### config.mk
export PLATFORM = sky130hd
export DESIGN_NAME = writeBack
export DESIGN_NICKNAME = d
export VERILOG_FILES = /design/src/source/wbPacketPkg.sv /design/src/source/wbResultPkg.sv /design/src/source/exeLaneLatch.sv /design/src/source/lsuLaneLatch.sv /design/src/source/writeBack.sv
export VERILOG_INCLUDE_DIRS = /design/src /design/src/include
export SDC_FILE = /design/constraint.sdc
export NUM_CORES = 1
export LEC_CHECK = 0
export BUFFER_PORTS_ARGS = -buffer_cell sky130_fd_sc_hd__buf_2
export CORE_AREA = 4 4 252 254
export DETAILED_ROUTE_END_ITERATION = 8
export DIE_AREA = 0 0 256 258
export SETUP_SLACK_MARGIN = 0.1
export SYNTH_ARGS = -nofsm -noshare
export SYNTH_HDL_FRONTEND = slang
export SYNTH_SLANG_ARGS = --single-unit
### constraint.sdc
create_clock -name clk -period 0.9 [get_ports clk]
set_clock_uncertainty 0.15 [all_clocks]
set_input_delay 0 -clock clk [delete_from_list [all_inputs] [get_ports clk]]
set_output_delay 0 -clock clk [all_outputs]
set_load 0.01 [all_outputs]
### src/include/writeback_defines.svh
/*
 * Width macros for the writeback stage packet fields.
 * Flag bit positions inside the execution flag field.
 */

`ifndef WRITEBACK_DEFINES_SVH
`define WRITEBACK_DEFINES_SVH

////////////////////////////////////////
// Field widths.
////////////////////////////////////////
`define SIZE_PC                 32      // Instruction address.
`define SIZE_DATA               32      // Result data.
`define SIZE_PHYSICAL_LOG       7       // Physical register tag.
`define SIZE_ACTIVELIST_LOG     7       // Active list index.
`define SIZE_ISSUEQ_LOG         5       // Issue queue entry.
`define SIZE_LSQ_LOG            5       // Load-store queue id.
`define CHECKPOINTS_LOG         2       // Branch tag id.
`define SIZE_CTI_LOG            4       // Control-transfer queue index.
`define EXECUTION_FLAGS         6
`define WRITEBACK_FLAGS         4       // Low flag bits sent to the active list.

////////////////////////////////////////
// Flag bit positions.
////////////////////////////////////////
`define FLAG_BYPASS             4       // Result writes a register.
`define FLAG_CONDITIONAL        5       // Conditional branch.

`endif

### src/source/wbPacketPkg.sv
/*
 * Packet types arriving at writeback.
 * Execute unit result packet and load-store unit result packet.
 */

`default_nettype none

`include "writeback_defines.svh"

package wbPacketPkg;

        // Result packet from an integer execute unit.
        typedef struct packed {
                logic [`EXECUTION_FLAGS-1:0]     flags;
                logic [`SIZE_PHYSICAL_LOG-1:0]   physDest;
                logic [`SIZE_ACTIVELIST_LOG-1:0] alId;
                logic [`SIZE_DATA-1:0]           data;
                logic [`SIZE_ISSUEQ_LOG-1:0]     iqEntry;
                logic [`SIZE_LSQ_LOG-1:0]        lsqId;
                logic [`CHECKPOINTS_LOG-1:0]     smtId;     // Branch tag.
                logic [`SIZE_CTI_LOG-1:0]        ctiIndex;
                logic [`SIZE_PC-1:0]             targetAddr;
                logic                            brDirection;
        } exePacket_t;

        // Result packet from the load-store unit.
        typedef struct packed {
                logic [`EXECUTION_FLAGS-1:0]     flags;
                logic [`SIZE_DATA-1:0]           data;
                logic [`SIZE_PHYSICAL_LOG-1:0]   physDest;
                logic [`SIZE_ACTIVELIST_LOG-1:0] alId;
                logic [`SIZE_ISSUEQ_LOG-1:0]     iqEntry;   // Agen entry to free.
        } lsuPacket_t;

endpackage

`default_nettype wire

### src/source/wbResultPkg.sv
/*
 * Result types leaving writeback.
 * Active list control word, bypass packet, load-violation report.
 */

`default_nettype none

`include "writeback_defines.svh"

package wbResultPkg;

        typedef struct packed {
                logic [`SIZE_ACTIVELIST_LOG-1:0] alId;
                logic [`WRITEBACK_FLAGS-1:0]     wbFlags;
        } wbCtrl_t;

        // Forwarded to issue queue and register read.
        typedef struct packed {
                logic [`SIZE_PHYSICAL_LOG-1:0]   physDest;
                logic [`SIZE_DATA-1:0]           data;
                logic [`CHECKPOINTS_LOG-1:0]     smtId;
        } bypassPacket_t;

        typedef struct packed {
                logic                            violation;
                logic [`SIZE_ACTIVELIST_LOG-1:0] alId;  // Offending load.
        } ldViolation_t;

endpackage

`default_nettype wire

### src/source/exeLaneLatch.sv
/*
 * One execute lane of writeback.
 * Registers the result packet and forms the writeback word and bypass packet.
 */

`timescale 1ns/10ps
`default_nettype none

`include "writeback_defines.svh"

module exeLaneLatch (
        input  logic                       clk,
        input  logic                       reset,
        input  logic                       valid_i,
        input  wbPacketPkg::exePacket_t    packet_i,
        output logic                       writebkValid_o,
        output wbResultPkg::wbCtrl_t       ctrlFu_o,
        output logic                       bypassValid_o,
        output wbResultPkg::bypassPacket_t bypassPacket_o,
        output wbPacketPkg::exePacket_t    lanePacket_o
);

logic                    laneValid;
wbPacketPkg::exePacket_t lanePacket;

////////////////////////////////////////
// Lane registers.
////////////////////////////////////////
always_ff @(posedge clk)
begin
        if (reset)
        begin
                laneValid  <= 1'b0;
                lanePacket <= '0;
        end
        else
        begin
                laneValid <= valid_i;
                if (valid_i)
                begin
                        lanePacket <= packet_i;     // Hold otherwise.
                end
        end
end

////////////////////////////////////////
// Outputs.
////////////////////////////////////////
assign writebkValid_o   = laneValid;
assign ctrlFu_o.alId    = lanePacket.alId;
assign ctrlFu_o.wbFlags = lanePacket.flags[`WRITEBACK_FLAGS-1:0];

assign bypassValid_o           = laneValid & lanePacket.flags[`FLAG_BYPASS];
assign bypassPacket_o.physDest = lanePacket.physDest;
assign bypassPacket_o.data     = lanePacket.data;
assign bypassPacket_o.smtId    = lanePacket.smtId;

assign lanePacket_o = lanePacket;   // Used for branch resolution.

// A bypass follows the flag of the packet accepted one cycle before.
bypassFromFlag: assert property (@(posedge clk) disable iff (reset)
        valid_i |=> writebkValid_o && bypassValid_o == $past(packet_i.flags[`FLAG_BYPASS]));

// Nothing writes back in the cycle after reset.
noWritebackAfterReset: assert property (@(posedge clk) reset |=> !writebkValid_o);

endmodule

`default_nettype wire

### src/source/lsuLaneLatch.sv
/*
 * Load-store lane of writeback.
 * Registers the load-store result with its load-violation report.
 * Forms writeback, bypass and agen issue queue free outputs.
 */

`timescale 1ns/10ps
`default_nettype none

`include "writeback_defines.svh"

module lsuLaneLatch (
        input  logic                            clk,
        input  logic                            reset,
        input  logic                            valid_i,
        input  wbPacketPkg::lsuPacket_t         packet_i,
        input  wbResultPkg::ldViolation_t       ldViolation_i,
        output logic                            writebkValid_o,
        output wbResultPkg::wbCtrl_t            ctrlFu_o,
        output logic                            bypassValid_o,
        output logic [`SIZE_PHYSICAL_LOG-1:0]   bypassDest_o,
        output logic [`SIZE_DATA-1:0]           bypassData_o,
        output logic                            agenIqFreedValid_o,
        output logic [`SIZE_ISSUEQ_LOG-1:0]     agenIqEntry_o,
        output wbResultPkg::ldViolation_t       ldViolation_o
);

logic                      laneValid;
wbPacketPkg::lsuPacket_t   lanePacket;
wbResultPkg::ldViolation_t ldViolation;

////////////////////////////////////////
// Lane registers.
////////////////////////////////////////
always_ff @(posedge clk)
begin
        if (reset)
        begin
                laneValid   <= 1'b0;
                lanePacket  <= '0;
                ldViolation <= '0;
        end
        else
        begin
                laneValid <= valid_i;
                // Report is captured together with its load.
                if (valid_i)
                begin
                        lanePacket  <= packet_i;
                        ldViolation <= ldViolation_i;
                end
        end
end

////////////////////////////////////////
// Outputs.
////////////////////////////////////////
assign writebkValid_o   = laneValid;
assign ctrlFu_o.alId    = lanePacket.alId;
assign ctrlFu_o.wbFlags = lanePacket.flags[`WRITEBACK_FLAGS-1:0];

assign bypassValid_o = laneValid & lanePacket.flags[`FLAG_BYPASS];
assign bypassDest_o  = lanePacket.physDest;
assign bypassData_o  = lanePacket.data;

// Agen entry is released as the load writes back.
assign agenIqFreedValid_o = laneValid;
assign agenIqEntry_o      = lanePacket.iqEntry;

assign ldViolation_o = ldViolation;

// The entry freed is the one of the load accepted a cycle before.
agenFreeAfterLoad: assert property (@(posedge clk) disable iff (reset)
        valid_i |=> agenIqFreedValid_o && agenIqEntry_o == $past(packet_i.iqEntry));

// Report holds through cycles without a load.
ldViolationHeld: assert property (@(posedge clk) disable iff (reset)
        !valid_i |=> $stable(ldViolation_o));

endmodule

`default_nettype wire

### src/source/writeBack.sv
/*
 * Writeback stage top.
 * Three execute lanes, one load-store lane, branch resolution from lane 2.
 */

`timescale 1ns/10ps
`default_nettype none

`include "writeback_defines.svh"

module writeBack (
        input  logic                            clk,
        input  logic                            reset,

        input  logic                            exePacketValid0_i,
        input  wbPacketPkg::exePacket_t         exePacket0_i,
        input  logic                            exePacketValid1_i,
        input  wbPacketPkg::exePacket_t         exePacket1_i,
        input  logic                            exePacketValid2_i,
        input  wbPacketPkg::exePacket_t         exePacket2_i,

        input  logic                            lsuPacketValid_i,
        input  wbPacketPkg::lsuPacket_t         lsuPacket_i,
        input  wbResultPkg::ldViolation_t       ldViolationPacket_i,

        output logic                            writebkValid0_o,
        output wbResultPkg::wbCtrl_t            ctrlFu0_o,
        output logic                            bypassValid0_o,
        output wbResultPkg::bypassPacket_t      bypassPacket0_o,
        output logic                            writebkValid1_o,
        output wbResultPkg::wbCtrl_t            ctrlFu1_o,
        output logic                            bypassValid1_o,
        output wbResultPkg::bypassPacket_t      bypassPacket1_o,
        output logic                            writebkValid2_o,
        output wbResultPkg::wbCtrl_t            ctrlFu2_o,
        output logic                            bypassValid2_o,
        output wbResultPkg::bypassPacket_t      bypassPacket2_o,
        output logic                            writebkValid3_o,
        output wbResultPkg::wbCtrl_t            ctrlFu3_o,
        output logic                            bypassValid3_o,
        output wbResultPkg::bypassPacket_t      bypassPacket3_o,

        output logic                            agenIqFreedValid_o,
        output logic [`SIZE_ISSUEQ_LOG-1:0]     agenIqEntry_o,
        output wbResultPkg::ldViolation_t       ldViolationPacket_o,

        output logic                            ctrlVerified_o,
        output logic                            ctrlConditional_o,
        output logic                            ctrlBrDirection_o,
        output logic [`CHECKPOINTS_LOG-1:0]     ctrlSmtId_o,
        output logic [`SIZE_PC-1:0]             ctrlTargetAddr_o,
        output logic [`SIZE_CTI_LOG-1:0]        ctrlCtiQueueIndex_o
);

wbPacketPkg::exePacket_t        branchPacket;   // Registered lane 2 packet.
logic [`SIZE_PHYSICAL_LOG-1:0]  lsuBypassDest;
logic [`SIZE_DATA-1:0]          lsuBypassData;

////////////////////////////////////////
// Execute lanes.
////////////////////////////////////////
exeLaneLatch exeLane0 (
        .clk            (clk),
        .reset          (reset),
        .valid_i        (exePacketValid0_i),
        .packet_i       (exePacket0_i),
        .writebkValid_o (writebkValid0_o),
        .ctrlFu_o       (ctrlFu0_o),
        .bypassValid_o  (bypassValid0_o),
        .bypassPacket_o (bypassPacket0_o),
        .lanePacket_o   ()
);

exeLaneLatch exeLane1 (
        .clk            (clk),
        .reset          (reset),
        .valid_i        (exePacketValid1_i),
        .packet_i       (exePacket1_i),
        .writebkValid_o (writebkValid1_o),
        .ctrlFu_o       (ctrlFu1_o),
        .bypassValid_o  (bypassValid1_o),
        .bypassPacket_o (bypassPacket1_o),
        .lanePacket_o   ()
);

exeLaneLatch exeLane2 (
        .clk            (clk),
        .reset          (reset),
        .valid_i        (exePacketValid2_i),
        .packet_i       (exePacket2_i),
        .writebkValid_o (writebkValid2_o),
        .ctrlFu_o       (ctrlFu2_o),
        .bypassValid_o  (bypassValid2_o),
        .bypassPacket_o (bypassPacket2_o),
        .lanePacket_o   (branchPacket)
);

////////////////////////////////////////
// Load-store lane.
////////////////////////////////////////
lsuLaneLatch lsuLane (
        .clk                (clk),
        .reset              (reset),
        .valid_i            (lsuPacketValid_i),
        .packet_i           (lsuPacket_i),
        .ldViolation_i      (ldViolationPacket_i),
        .writebkValid_o     (writebkValid3_o),
        .ctrlFu_o           (ctrlFu3_o),
        .bypassValid_o      (bypassValid3_o),
        .bypassDest_o       (lsuBypassDest),
        .bypassData_o       (lsuBypassData),
        .agenIqFreedValid_o (agenIqFreedValid_o),
        .agenIqEntry_o      (agenIqEntry_o),
        .ldViolation_o      (ldViolationPacket_o)
);

// Loads carry no branch tag.
assign bypassPacket3_o.physDest = lsuBypassDest;
assign bypassPacket3_o.data     = lsuBypassData;
assign bypassPacket3_o.smtId    = '0;

////////////////////////////////////////
// Branch resolution.
////////////////////////////////////////
assign ctrlVerified_o      = writebkValid2_o;
assign ctrlConditional_o   = branchPacket.flags[`FLAG_CONDITIONAL];
assign ctrlBrDirection_o   = branchPacket.brDirection;
assign ctrlSmtId_o         = branchPacket.smtId;
assign ctrlTargetAddr_o    = branchPacket.targetAddr;
assign ctrlCtiQueueIndex_o = branchPacket.ctiIndex;

endmodule

`default_nettype wire

* Word level (Yosys, flattened, before mapping)
Cells that the tools add are included.
** Storage, ports and cells
- Flip-flop bits (word level) :: 265
- Output and inout port bits :: 271
- Word-level logic and storage cells :: 33
** Operators by class
- Bitwise operators :: 4
** Operators with widths (number)
- $and 1x1->1 :: 4

* Logic depth before layout (Yosys ltp)
Gate-level depths: netlist of run 1.
- Depth after elaboration :: 1
- Gate-level depth with buffers :: 4
- Depth with buffers taken out :: 2

* Modules after synthesis
A second synthesis of run 1 with hierarchy kept.
** Unflattened totals
- Cells, all modules :: 1412
- Area, all modules :: 15004.4 µm²
** By module, submodules not included
- exeLaneLatch :: instances 3, cells an instance 381, area an instance 4080.2 µm², seq. area each 2042.0 µm²
- lsuLaneLatch :: instances 1, cells an instance 265, area an instance 2737.6 µm², seq. area each 1301.2 µm²
- writeBack :: instances 1, cells an instance 4, area an instance 26.3 µm², seq. area each 0.0 µm²

* Least setup slack after synthesis of run 1
OpenSTA, ideal clock, no wires.
- Path kind :: input-to-reg
- Start point :: in exePacketValid2_i
- End point :: reg exeLane2.lanePacket, in the netlist exeLane2.bypassPacket_o[0]
- Data arrival time :: 566 ps
- Required time :: 622 ps
- Slack :: 56 ps
- Stages on the path :: 4
- Buffers on the path :: 2
- Cells stage by stage :: buf_4 -> buf_6 -> mux2i_1 -> nor2_1
** RTL lines
- start: declaration :: line writeBack.sv:19 : input logic exePacketValid2_i,
- end signal: assignment :: line exeLaneLatch.sv:41 : lanePacket <= packet_i;
- end: declaration :: line exeLaneLatch.sv:24 : wbPacketPkg::exePacket_t lanePacket;

* Worst setup path in the final report of run 1
- Start point :: reg lsuLane.lanePacket[55] (netlist name)
- End point :: out bypassValid3_o
** On the way
- Longest elaborated chain between the ends :: 1
** RTL lines
- start: declaration :: line lsuLaneLatch.sv:29 : wbPacketPkg::lsuPacket_t lanePacket;
- start signal: assignment :: line lsuLaneLatch.sv:49 : lanePacket <= packet_i;
- $and 1x1->1 :: line lsuLaneLatch.sv:62 : assign bypassValid_o = laneValid & lanePacket.flags[`FLAG_BYPASS];
- end: declaration :: line writeBack.sv:40 : output logic bypassValid3_o,
Every way passes these cells.

==> metrics.txt, run 1 <==
# TYPE chip_impl_metric gauge
chip_impl_metric{name="report.final.slew_viol_count",unit=""} 0
chip_impl_metric{name="seq_power_share",unit="%"} 40.5
chip_impl_info{name="timing_worst_setup_path_type",value="flop to output port"} 1
chip_impl_metric{name="grt_pass1_wl",unit="µm"} 61200
chip_impl_metric{name="number_of_hold_violations_in_the_final_report",unit=""} 262
chip_impl_metric{name="critical-path-max-stage-delay",unit="ps"} 360
chip_impl_info{name="outcome",value="complete, but fails checks"} 1
chip_impl_metric{name="ys_ff_latch",unit=""} 265
chip_impl_metric{name="vias",unit=""} 9902
chip_impl_metric{name="ant_nets",unit=""} 0
chip_impl_metric{name="internal-power",unit="µW"} 24500
chip_impl_metric{name="io_pins",unit=""} 645
chip_impl_metric{name="asyncSetResetFlopFracSynth",unit="%"} 0
chip_impl_metric{name="detail_route.vias_per_cell",unit=""} 3.85
chip_impl_metric{name="antenna_found_initial",unit=""} 6
chip_impl_metric{name="synth-compound-area-share",unit="%"} 0
chip_impl_metric{name="yosys.area_share.xor_xnor",unit="%"} 0
chip_impl_metric{name="dp_slack",unit="ps"} -125
chip_impl_metric{name="number_of_fill_cells_in_the_layout",unit=""} 5878
chip_impl_metric{name="gr-usage-all-layers",unit="%"} 11.5
chip_impl_metric{name="synthCells",unit=""} 1107
chip_impl_metric{name="final.setup.worst_slack",unit="ps"} -426
chip_impl_metric{name="grt-ovfl-total",unit=""} 0
chip_impl_info{name="violations",value="negative hold slack, negative setup slack"} 1
chip_impl_metric{name="cts_buffers",unit=""} 30
chip_impl_metric{name="p_sw",unit="µW"} 8010
chip_impl_metric{name="fin_nets",unit=""} 2132
chip_impl_metric{name="floorplan.die_area",unit="µm²"} 66000
chip_impl_metric{name="power.combinational.fraction",unit="%"} 18.6
chip_impl_metric{name="final_layout_size_suffix_gt1_share",unit="%"} 55.8
chip_impl_metric{name="min_period",unit="ps"} 1330
chip_impl_info{name="tritoncts",value="done"} 1
chip_impl_metric{name="dp_hpwl",unit="µm"} 26200
chip_impl_metric{name="synth.yosys.seq_area_share",unit="%"} 47.0
chip_impl_metric{name="routedWlPerCell",unit="µm"} 16.6
chip_impl_metric{name="cts.sinks",unit=""} 265
chip_impl_metric{name="synth_top_area_share",unit="%"} 47.0
chip_impl_info{name="yosysMostFrequentCell",value="dfxtp_1"} 1
chip_impl_metric{name="timing.final.setup_violations",unit=""} 294
chip_impl_metric{name="arrival",unit="ps"} 1180
chip_impl_metric{name="cap_viol_max_count",unit=""} 0
chip_impl_metric{name="post-route-period-util",unit="%"} 147
chip_impl_metric{name="drt_total_wl",unit="µm"} 42600
chip_impl_metric{name="starting_density_of_the_core",unit="%"} 18.4
chip_impl_metric{name="cts-root-to-sink-buffers",unit=""} 3
chip_impl_metric{name="post_synth_num_cell_types",unit=""} 11
chip_impl_metric{name="die_width",unit="µm"} 256
chip_impl_info{name="hold_class",value="input port to flop"} 1
chip_impl_info{name="grt_setup_unrepaired",value="true"} 1
chip_impl_metric{name="yosysWarnings",unit=""} 0
chip_impl_metric{name="flip_flop_and_latch_area",unit="µm²"} 5650
chip_impl_metric{name="row_count",unit=""} 91
chip_impl_metric{name="fin_total_pwr",unit="µW"} 32500
chip_impl_metric{name="power.density_cell_area",unit="nW/µm²"} 1630
chip_impl_metric{name="gp_routability_congestion",unit=""} 0.822
chip_impl_metric{name="initialDrtViolationCount",unit=""} 393
chip_impl_info{name="yosys.area.top_type",value="dfxtp_1"} 1
chip_impl_metric{name="fp.coreArea",unit="µm²"} 61300
chip_impl_metric{name="ir_drop",unit="mV"} 1.28
chip_impl_metric{name="synth_simple_gate_area_share",unit="%"} 9.13
chip_impl_metric{name="cts_max_level",unit=""} 1
chip_impl_info{name="synthTopCellsByArea",value="dfxtp_1 47%, mux2i_1 23%, buf_4 17%, nor2_1 8.7%, buf_6 2.3%"} 1
chip_impl_info{name="synth_top_family_by_area",value="multiplexers"} 1
chip_impl_metric{name="power.share.clock",unit="%"} 40.9
chip_impl_metric{name="critical_path_required",unit="ps"} 750
chip_impl_metric{name="detailedRoute.firstPassIterationCount",unit=""} 5
chip_impl_metric{name="final.hold.worst_slack",unit="ps"} -325
chip_impl_info{name="kind_of_start_point_of_the_critical_path",value="flop"} 1
chip_impl_metric{name="multi_input_area",unit="µm²"} 3750
chip_impl_info{name="synth_top_cells_by_count",value="265 x dfxtp_1, 261 x mux2i_1, 261 x nor2_1"} 1
chip_impl_metric{name="die_height",unit="µm"} 258
chip_impl_metric{name="postSynthAreaPerCell",unit="µm²"} 10.2
chip_impl_info{name="clock_tree.root_cell",value="clkbuf_16"} 1
chip_impl_metric{name="synth_fa_ha_area_share",unit="%"} 0
chip_impl_metric{name="synth_area",unit="µm²"} 11300
chip_impl_info{name="crit_path_cell_trace",value="and2_4 -> buf_6"} 1
chip_impl_metric{name="fmax",unit="GHz"} 0.754
chip_impl_metric{name="worst_skew_pair.late_latency",unit="ps"} 560
chip_impl_metric{name="drc",unit=""} 0
chip_impl_metric{name="critPathMaxFanout",unit=""} 2
chip_impl_metric{name="area_grow_syn2layout",unit="%"} 76.8
chip_impl_info{name="setup.worst_path.end_class",value="output port"} 1
chip_impl_info{name="critical-path-slowest-cell",value="dfxtp_4"} 1
chip_impl_metric{name="cts.reportedPaths.clkPinSlew",unit="ps"} 70
chip_impl_metric{name="leakagePower",unit="µW"} 0.00943
chip_impl_metric{name="p_sw_share",unit="%"} 24.6
chip_impl_metric{name="r2r_setup_slack",unit="ps"} -90
chip_impl_metric{name="number_of_enable_flip_flop_cells_after_synthesis",unit=""} 0
chip_impl_info{name="ys_dominant_reg_cell",value="dfxtp_1"} 1
chip_impl_metric{name="port_buffers",unit=""} 535
chip_impl_metric{name="largest_net_degree_at_the_start_of_global_routing",unit=""} 40
chip_impl_metric{name="synth.mux.area_fraction",unit="%"} 23.2
chip_impl_metric{name="grt_pass1_vias",unit=""} 10600
==> cells by family (layout without fill, tap and decap cells) <==
kind of cell / count (synthesis) / count (layout)
buf+inv: 311 / 983
simple gates: 269 / 269
flops: 265 / 265
mux: 261 / 261
other cells: 1 / 4
==> flip-flops by register name, indices dropped and copies added, names as in the netlist, 5 cells and up <==
name	cells
exeLane2.bypassPacket_o	41
lsuLane.ctrlFu_o	11
exeLane0.bypassPacket_o	41
exeLane1.bypassPacket_o	41
lsuLane.agenIqEntry_o	5
exeLane1.ctrlFu_o	11
exeLane2.ctrlFu_o	11
exeLane0.ctrlFu_o	11
exeLane2.lanePacket_o	39
lsuLane.bypassDest_o	7
lsuLane.ldViolation_o	8
lsuLane.bypassData_o	32
==> cells in the final DEF (no fill, tap or decap), drive strengths merged <==
cell type and n:
clkinvlp 3, clkinv 6, and2 4, mux2i 261, nor2 261, nor2b 4, bufinv 5, buf 659
clkbuf 43, dlygate4sd3 267, conb 2, diode 2, dfxtp 265
==> area by class of cell <==
cell class	instances	share of cell area, %
Clock buffer	40	4.41
Clock inverter	14	1.04
Timing Repair Buffer	929	42.4
Sequential cell	265	28.4
Multi-Input combinational cell	532	18.8
Antenna cell	2	0.0251
Tap cell	790	4.96
==> worst max-delay path, delay by kind of cell, from the launching register on <==
kind	cells	cell delay, ps
flip-flops	1	360
AND/OR/NAND/NOR	1	140
buffers and inverters	1	110
==> timing repair <==
item / CTS / global route
hold buffers: 266 / 3
endpoints found under the hold margin: 265 / 262
setup endpoints to repair: 272 / 429
gates cloned: 0 / 2
resized for setup: 574 / 84
pin swaps: 22 / 65
buffers inserted: 29 / 51
==> metal layers <==
| metal | vias to the layer above | track usage [%] | wire (µm) |
|---|---|---|---|
| li1 | 4626 | - | - |
| met1 | 4684 | 12.2 | 15800 |
| met2 | 447 | 20.8 | 21700 |
| met3 | 137 | 3.27 | 2980 |
| met4 | 8 | 6.11 | 2010 |
| met5 | - | 0 | 55 |
==> path summary, 6_finish.rpt <==
check	depth (start not counted)	end	from
worst max-delay path	2	bypassValid3_o	lsuLane.lanePacket[55]
worst min-delay path	3	exeLane1.bypassPacket_o[38]	reset
worst max register to register	3	exeLane2.lanePacket_o[14]	exeLane2.lanePacket_o[14]
worst min register to register	2	exeLane1.lanePacket_o[99]	exeLane1.lanePacket_o[99]
==> power groups by stage <==
stage / Sequential, µW / Combinational (µW) / Clock [µW]
floorplan: 13000 / 2790 / 0
finish: 13200 / 6050 / 13300
CTS: 13100 / 5490 / 13700
global placement: 13000 / 3620 / 0
detailed placement: 13100 / 3680 / 0
global route: 13200 / 6420 / 14100
==> stage by stage <==
stage	area [µm²]	instances	hold slack (ps)	setup TNS (ps)	utilization, %
after floorplan	11400	1108	-3.16	0	-
after global placement	13200	2168	81.9	-7220	21.5
after detailed placement	13200	2168	89.8	-10690	21.5
after CTS	19200	2517	-384	-82370	31.3
after global routing	19900	2572	-357	-84730	32.6
final	19900	2572	-325	-70850	32.6
Note: power is estimated with default switching activity, not from simulation.
==> inputs of run 2 (changes only) <==
ABC_AREA = 1   (was default)
==> run 2 against run 1 <==
Effect of this change: maximum frequency fell by 2.5%; hold slack got worse by 47 ps; routed wire length rose by 5.1%; combinational power rose by 12%; final cell count rose by 30%; total power rose by 1.2%; die area did not move; first-iteration DRC count rose by 69%; the run still ends with negative hold slack, negative setup slack left; critical endpoint is now bypassValid1_o; sequential power barely moved; synthesized area rose by 13%.
==> metrics.txt, run 2 <==
# TYPE chip_impl_metric gauge
chip_impl_metric{name="yosysWarnings",unit=""} 0
chip_impl_info{name="yosys.area.top_type",value="dfxtp_1"} 1
chip_impl_info{name="tritoncts",value="done"} 1
chip_impl_metric{name="cts_max_level",unit=""} 1
chip_impl_metric{name="aggregate_negative_setup_slack",unit="ps"} -68480
chip_impl_metric{name="number_of_hold_violations_in_the_final_report",unit=""} 257
chip_impl_metric{name="arrival",unit="ps"} 1210
chip_impl_metric{name="fp.coreArea",unit="µm²"} 61300
chip_impl_metric{name="synth_area",unit="µm²"} 12700
chip_impl_metric{name="ant_nets",unit=""} 0
chip_impl_metric{name="final_core_utilization",unit="%"} 34.2
chip_impl_info{name="synth_top_cells_by_count",value="526 x nand2_1, 526 x nor2_1, 269 x inv_1"} 1
chip_impl_metric{name="finalInstanceArea",unit="µm²"} 20900
chip_impl_info{name="clock_tree.root_cell",value="clkbuf_16"} 1
chip_impl_info{name="mostFrequentLayoutCell",value="nand2_1"} 1
chip_impl_metric{name="power.combinational.fraction",unit="%"} 20.6
chip_impl_metric{name="critPathMaxFanout",unit=""} 2
chip_impl_info{name="kind_of_start_point_of_the_critical_path",value="flop"} 1
chip_impl_metric{name="die_height",unit="µm"} 258
chip_impl_metric{name="row_count",unit=""} 91
chip_impl_metric{name="synth_fa_ha_area_share",unit="%"} 0
chip_impl_info{name="violations",value="negative hold slack, negative setup slack"} 1
chip_impl_info{name="hold_class",value="input port to flop"} 1
chip_impl_metric{name="dp_slack",unit="ps"} -145
chip_impl_metric{name="vias",unit=""} 12600
chip_impl_info{name="crit_path_cell_trace",value="buf_12 -> nand2_4 -> inv_4 -> buf_6"} 1
chip_impl_metric{name="synth_simple_gate_area_share",unit="%"} 31.0
chip_impl_metric{name="postSynthAreaPerCell",unit="µm²"} 6.60
chip_impl_metric{name="cts-root-to-sink-buffers",unit=""} 3
chip_impl_metric{name="multi_input_area",unit="µm²"} 4150
chip_impl_metric{name="grt_pass1_vias",unit=""} 12700
chip_impl_metric{name="cts.reportedPaths.clkPinSlew",unit="ps"} 60
chip_impl_metric{name="number_of_fill_cells_in_the_layout",unit=""} 6019
chip_impl_metric{name="ir_drop",unit="mV"} 1.26
chip_impl_info{name="synth_top_family_by_area",value="simple AND/OR/NAND/NOR gates"} 1
chip_impl_metric{name="gp_routability_congestion",unit=""} 0.821
chip_impl_info{name="timing_worst_setup_path_type",value="flop to output port"} 1
chip_impl_metric{name="p_sw_share",unit="%"} 26.3
chip_impl_info{name="setup.worst_path.end_class",value="output port"} 1
chip_impl_metric{name="post_synth_num_cell_types",unit=""} 10
chip_impl_metric{name="initialDrtViolationCount",unit=""} 663
chip_impl_metric{name="report.final.slew_viol_count",unit=""} 0
chip_impl_metric{name="p_sw",unit="µW"} 8670
chip_impl_metric{name="timing.final.setup_violations",unit=""} 270
chip_impl_metric{name="min_period",unit="ps"} 1360
chip_impl_metric{name="routedWlPerCell",unit="µm"} 13.4
chip_impl_info{name="hold_path.startpoint",value="exePacketValid2_i"} 1
chip_impl_metric{name="drc",unit=""} 0
chip_impl_metric{name="fin_nets",unit=""} 2894
chip_impl_info{name="critical-path-slowest-cell",value="dfxtp_2"} 1
chip_impl_metric{name="insertedDiodeCount",unit=""} 0
chip_impl_metric{name="internal-power",unit="µW"} 24200
chip_impl_metric{name="fmax",unit="GHz"} 0.735
chip_impl_metric{name="number_of_enable_flip_flop_cells_after_synthesis",unit=""} 0
chip_impl_metric{name="critical_path_required",unit="ps"} 750
chip_impl_metric{name="ys_ff_latch",unit=""} 265
chip_impl_metric{name="gr-usage-all-layers",unit="%"} 12.0
chip_impl_metric{name="number_of_buffer_and_inverter_instances_along_the_worst_setup_path",unit=""} 3
chip_impl_metric{name="die_width",unit="µm"} 256
chip_impl_metric{name="synth.mux.area_fraction",unit="%"} 0
chip_impl_metric{name="io_pins",unit=""} 645
chip_impl_metric{name="starting_density_of_the_core",unit="%"} 20.8
chip_impl_metric{name="detailedRoute.firstPassIterationCount",unit=""} 4
chip_impl_metric{name="critical-path-max-stage-delay",unit="ps"} 320
chip_impl_info{name="outcome",value="complete, but fails checks"} 1
chip_impl_metric{name="seq_power_share",unit="%"} 40.6
chip_impl_info{name="worst_r2r_startpoint",value="exeLane1.lanePacket_o[99]"} 1
chip_impl_metric{name="final_layout_size_suffix_gt1_share",unit="%"} 38.7
chip_impl_metric{name="asyncSetResetFlopFracSynth",unit="%"} 0
chip_impl_metric{name="detail_route.vias_per_cell",unit=""} 3.78
chip_impl_metric{name="synth-compound-area-share",unit="%"} 0
chip_impl_info{name="layout.cells.most_common_list",value="522 x nand2_1, 491 x nor2_1, 297 x buf_6"} 1
chip_impl_metric{name="leakagePower",unit="µW"} 0.0111
chip_impl_metric{name="power.density_cell_area",unit="nW/µm²"} 1570
chip_impl_metric{name="drt_total_wl",unit="µm"} 44800
chip_impl_info{name="ys_dominant_reg_cell",value="dfxtp_1"} 1
chip_impl_metric{name="dp_hpwl",unit="µm"} 27200
chip_impl_metric{name="placed_cell_area",unit="µm²"} 14600
chip_impl_metric{name="cts.sinks",unit=""} 265
chip_impl_metric{name="cap_viol_max_count",unit=""} 0
chip_impl_metric{name="worst_skew_pair.late_latency",unit="ps"} 550
chip_impl_metric{name="floorplan.die_area",unit="µm²"} 66000
chip_impl_metric{name="yosys.area_share.xor_xnor",unit="%"} 0
chip_impl_info{name="synthTopCellsByArea",value="dfxtp_1 42%, nand2_1 16%, nor2_1 16%, buf_4 15%, inv_1 7.9%"} 1
chip_impl_metric{name="power.share.clock",unit="%"} 38.9
chip_impl_info{name="grt_setup_unrepaired",value="true"} 1
chip_impl_metric{name="flip_flop_and_latch_area",unit="µm²"} 5640
chip_impl_metric{name="grt-ovfl-total",unit=""} 0
chip_impl_metric{name="port_buffers",unit=""} 535
chip_impl_metric{name="post-route-period-util",unit="%"} 151
chip_impl_metric{name="final.setup.worst_slack",unit="ps"} -460
chip_impl_metric{name="area_grow_syn2layout",unit="%"} 64.5
chip_impl_metric{name="synth.yosys.seq_area_share",unit="%"} 41.7
chip_impl_metric{name="synthCells",unit=""} 1927
chip_impl_metric{name="grt_pass1_wl",unit="µm"} 65700
chip_impl_metric{name="largest_net_degree_at_the_start_of_global_routing",unit=""} 49
chip_impl_info{name="cpLargestDelayFamily",value="flip-flops"} 1
chip_impl_info{name="setup.worst_path.start",value="exeLane1.lanePacket_o[99]"} 1
chip_impl_metric{name="synth_top_area_share",unit="%"} 41.7
chip_impl_metric{name="antenna_found_initial",unit=""} 0
chip_impl_metric{name="final.hold.worst_slack",unit="ps"} -372
chip_impl_metric{name="cts_buffers",unit=""} 31
[run 2: cell types whose count changed after synthesis, sizes merged, moves of 24 or more]
cell / previous run / this run
nand2: 0 / 526
inv: 0 / 270
nor2: 261 / 526
mux2i: 261 / 0
buf: 299 / 323
[run 2: cell families after synthesis]
group / count (synthesis)
and+or+nand+nor: 1052
other: 1
buffers and inverters: 609
DFF: 265
[run 2: layout make-up]
type                            count  area share [%]
Sequential cell                   265            27.0
Inverter                          270            4.98
Timing Repair inverter              2          0.0837
Timing Repair Buffer              896            38.5
Clock buffer                       46            4.31
Multi-Input combinational cell   1054            19.9
Clock inverter                     10           0.610
Tap cell                          790            4.72
[run 2: final timing paths]
check                                                   end  slack [ps]  depth (start not counted)
worst max-delay path                         bypassValid1_o        -460                          4
worst min-delay path              exeLane2.lanePacket_o[12]        -370                          3
worst max register to register    exeLane1.lanePacket_o[99]        -360                          7
worst min register to register  exeLane1.bypassPacket_o[26]         320                          2
[run 2: worst min-delay path: stages]
cell and delay (ps):
buf_6 150, nor2_1 110, nor2_1 50
[run 2: stage by stage]
stage / total power (µW) / cells
after floorplan: 16600 / 1928
after global placement: 17600 / 2972
after detailed placement: 17600 / 2972
after CTS: 32800 / 3315
after global routing: 34400 / 3333
final: 32900 / 3333
[run 2: routing by layer]
| layer | up-vias | wire length (µm) | global-route usage (%) | share of wire, % |
|---|---|---|---|---|
| li1 | 6415 | - | - | - |
| met5 | - | 0 | 0 | 0 |
| met1 | 5564 | 17400 | 13.1 | 39 |
| met2 | 456 | 22400 | 21.4 | 50 |
| met4 | 0 | 2480 | 6.73 | 5.5 |
| met3 | 156 | 2490 | 2.56 | 5.6 |
[run 2: power groups by stage]
stage	combinational (µW)	sequential, µW	clock (µW)
final	6770	13300	12800
after global routing	7370	13400	13500
after CTS	6350	13300	13200
after detailed placement	4420	13200	0
after global placement	4410	13200	0
after floorplan	3430	13100	0
[run 2: repair_timing]
item	4_1_cts	5_1_grt
setup endpoints to repair	270	531
hold buffers	269	5
pin swaps	29	37
gates cloned	0	2
resized for setup	577	86
endpoints found under the hold margin	265	265
buffers inserted	18	19
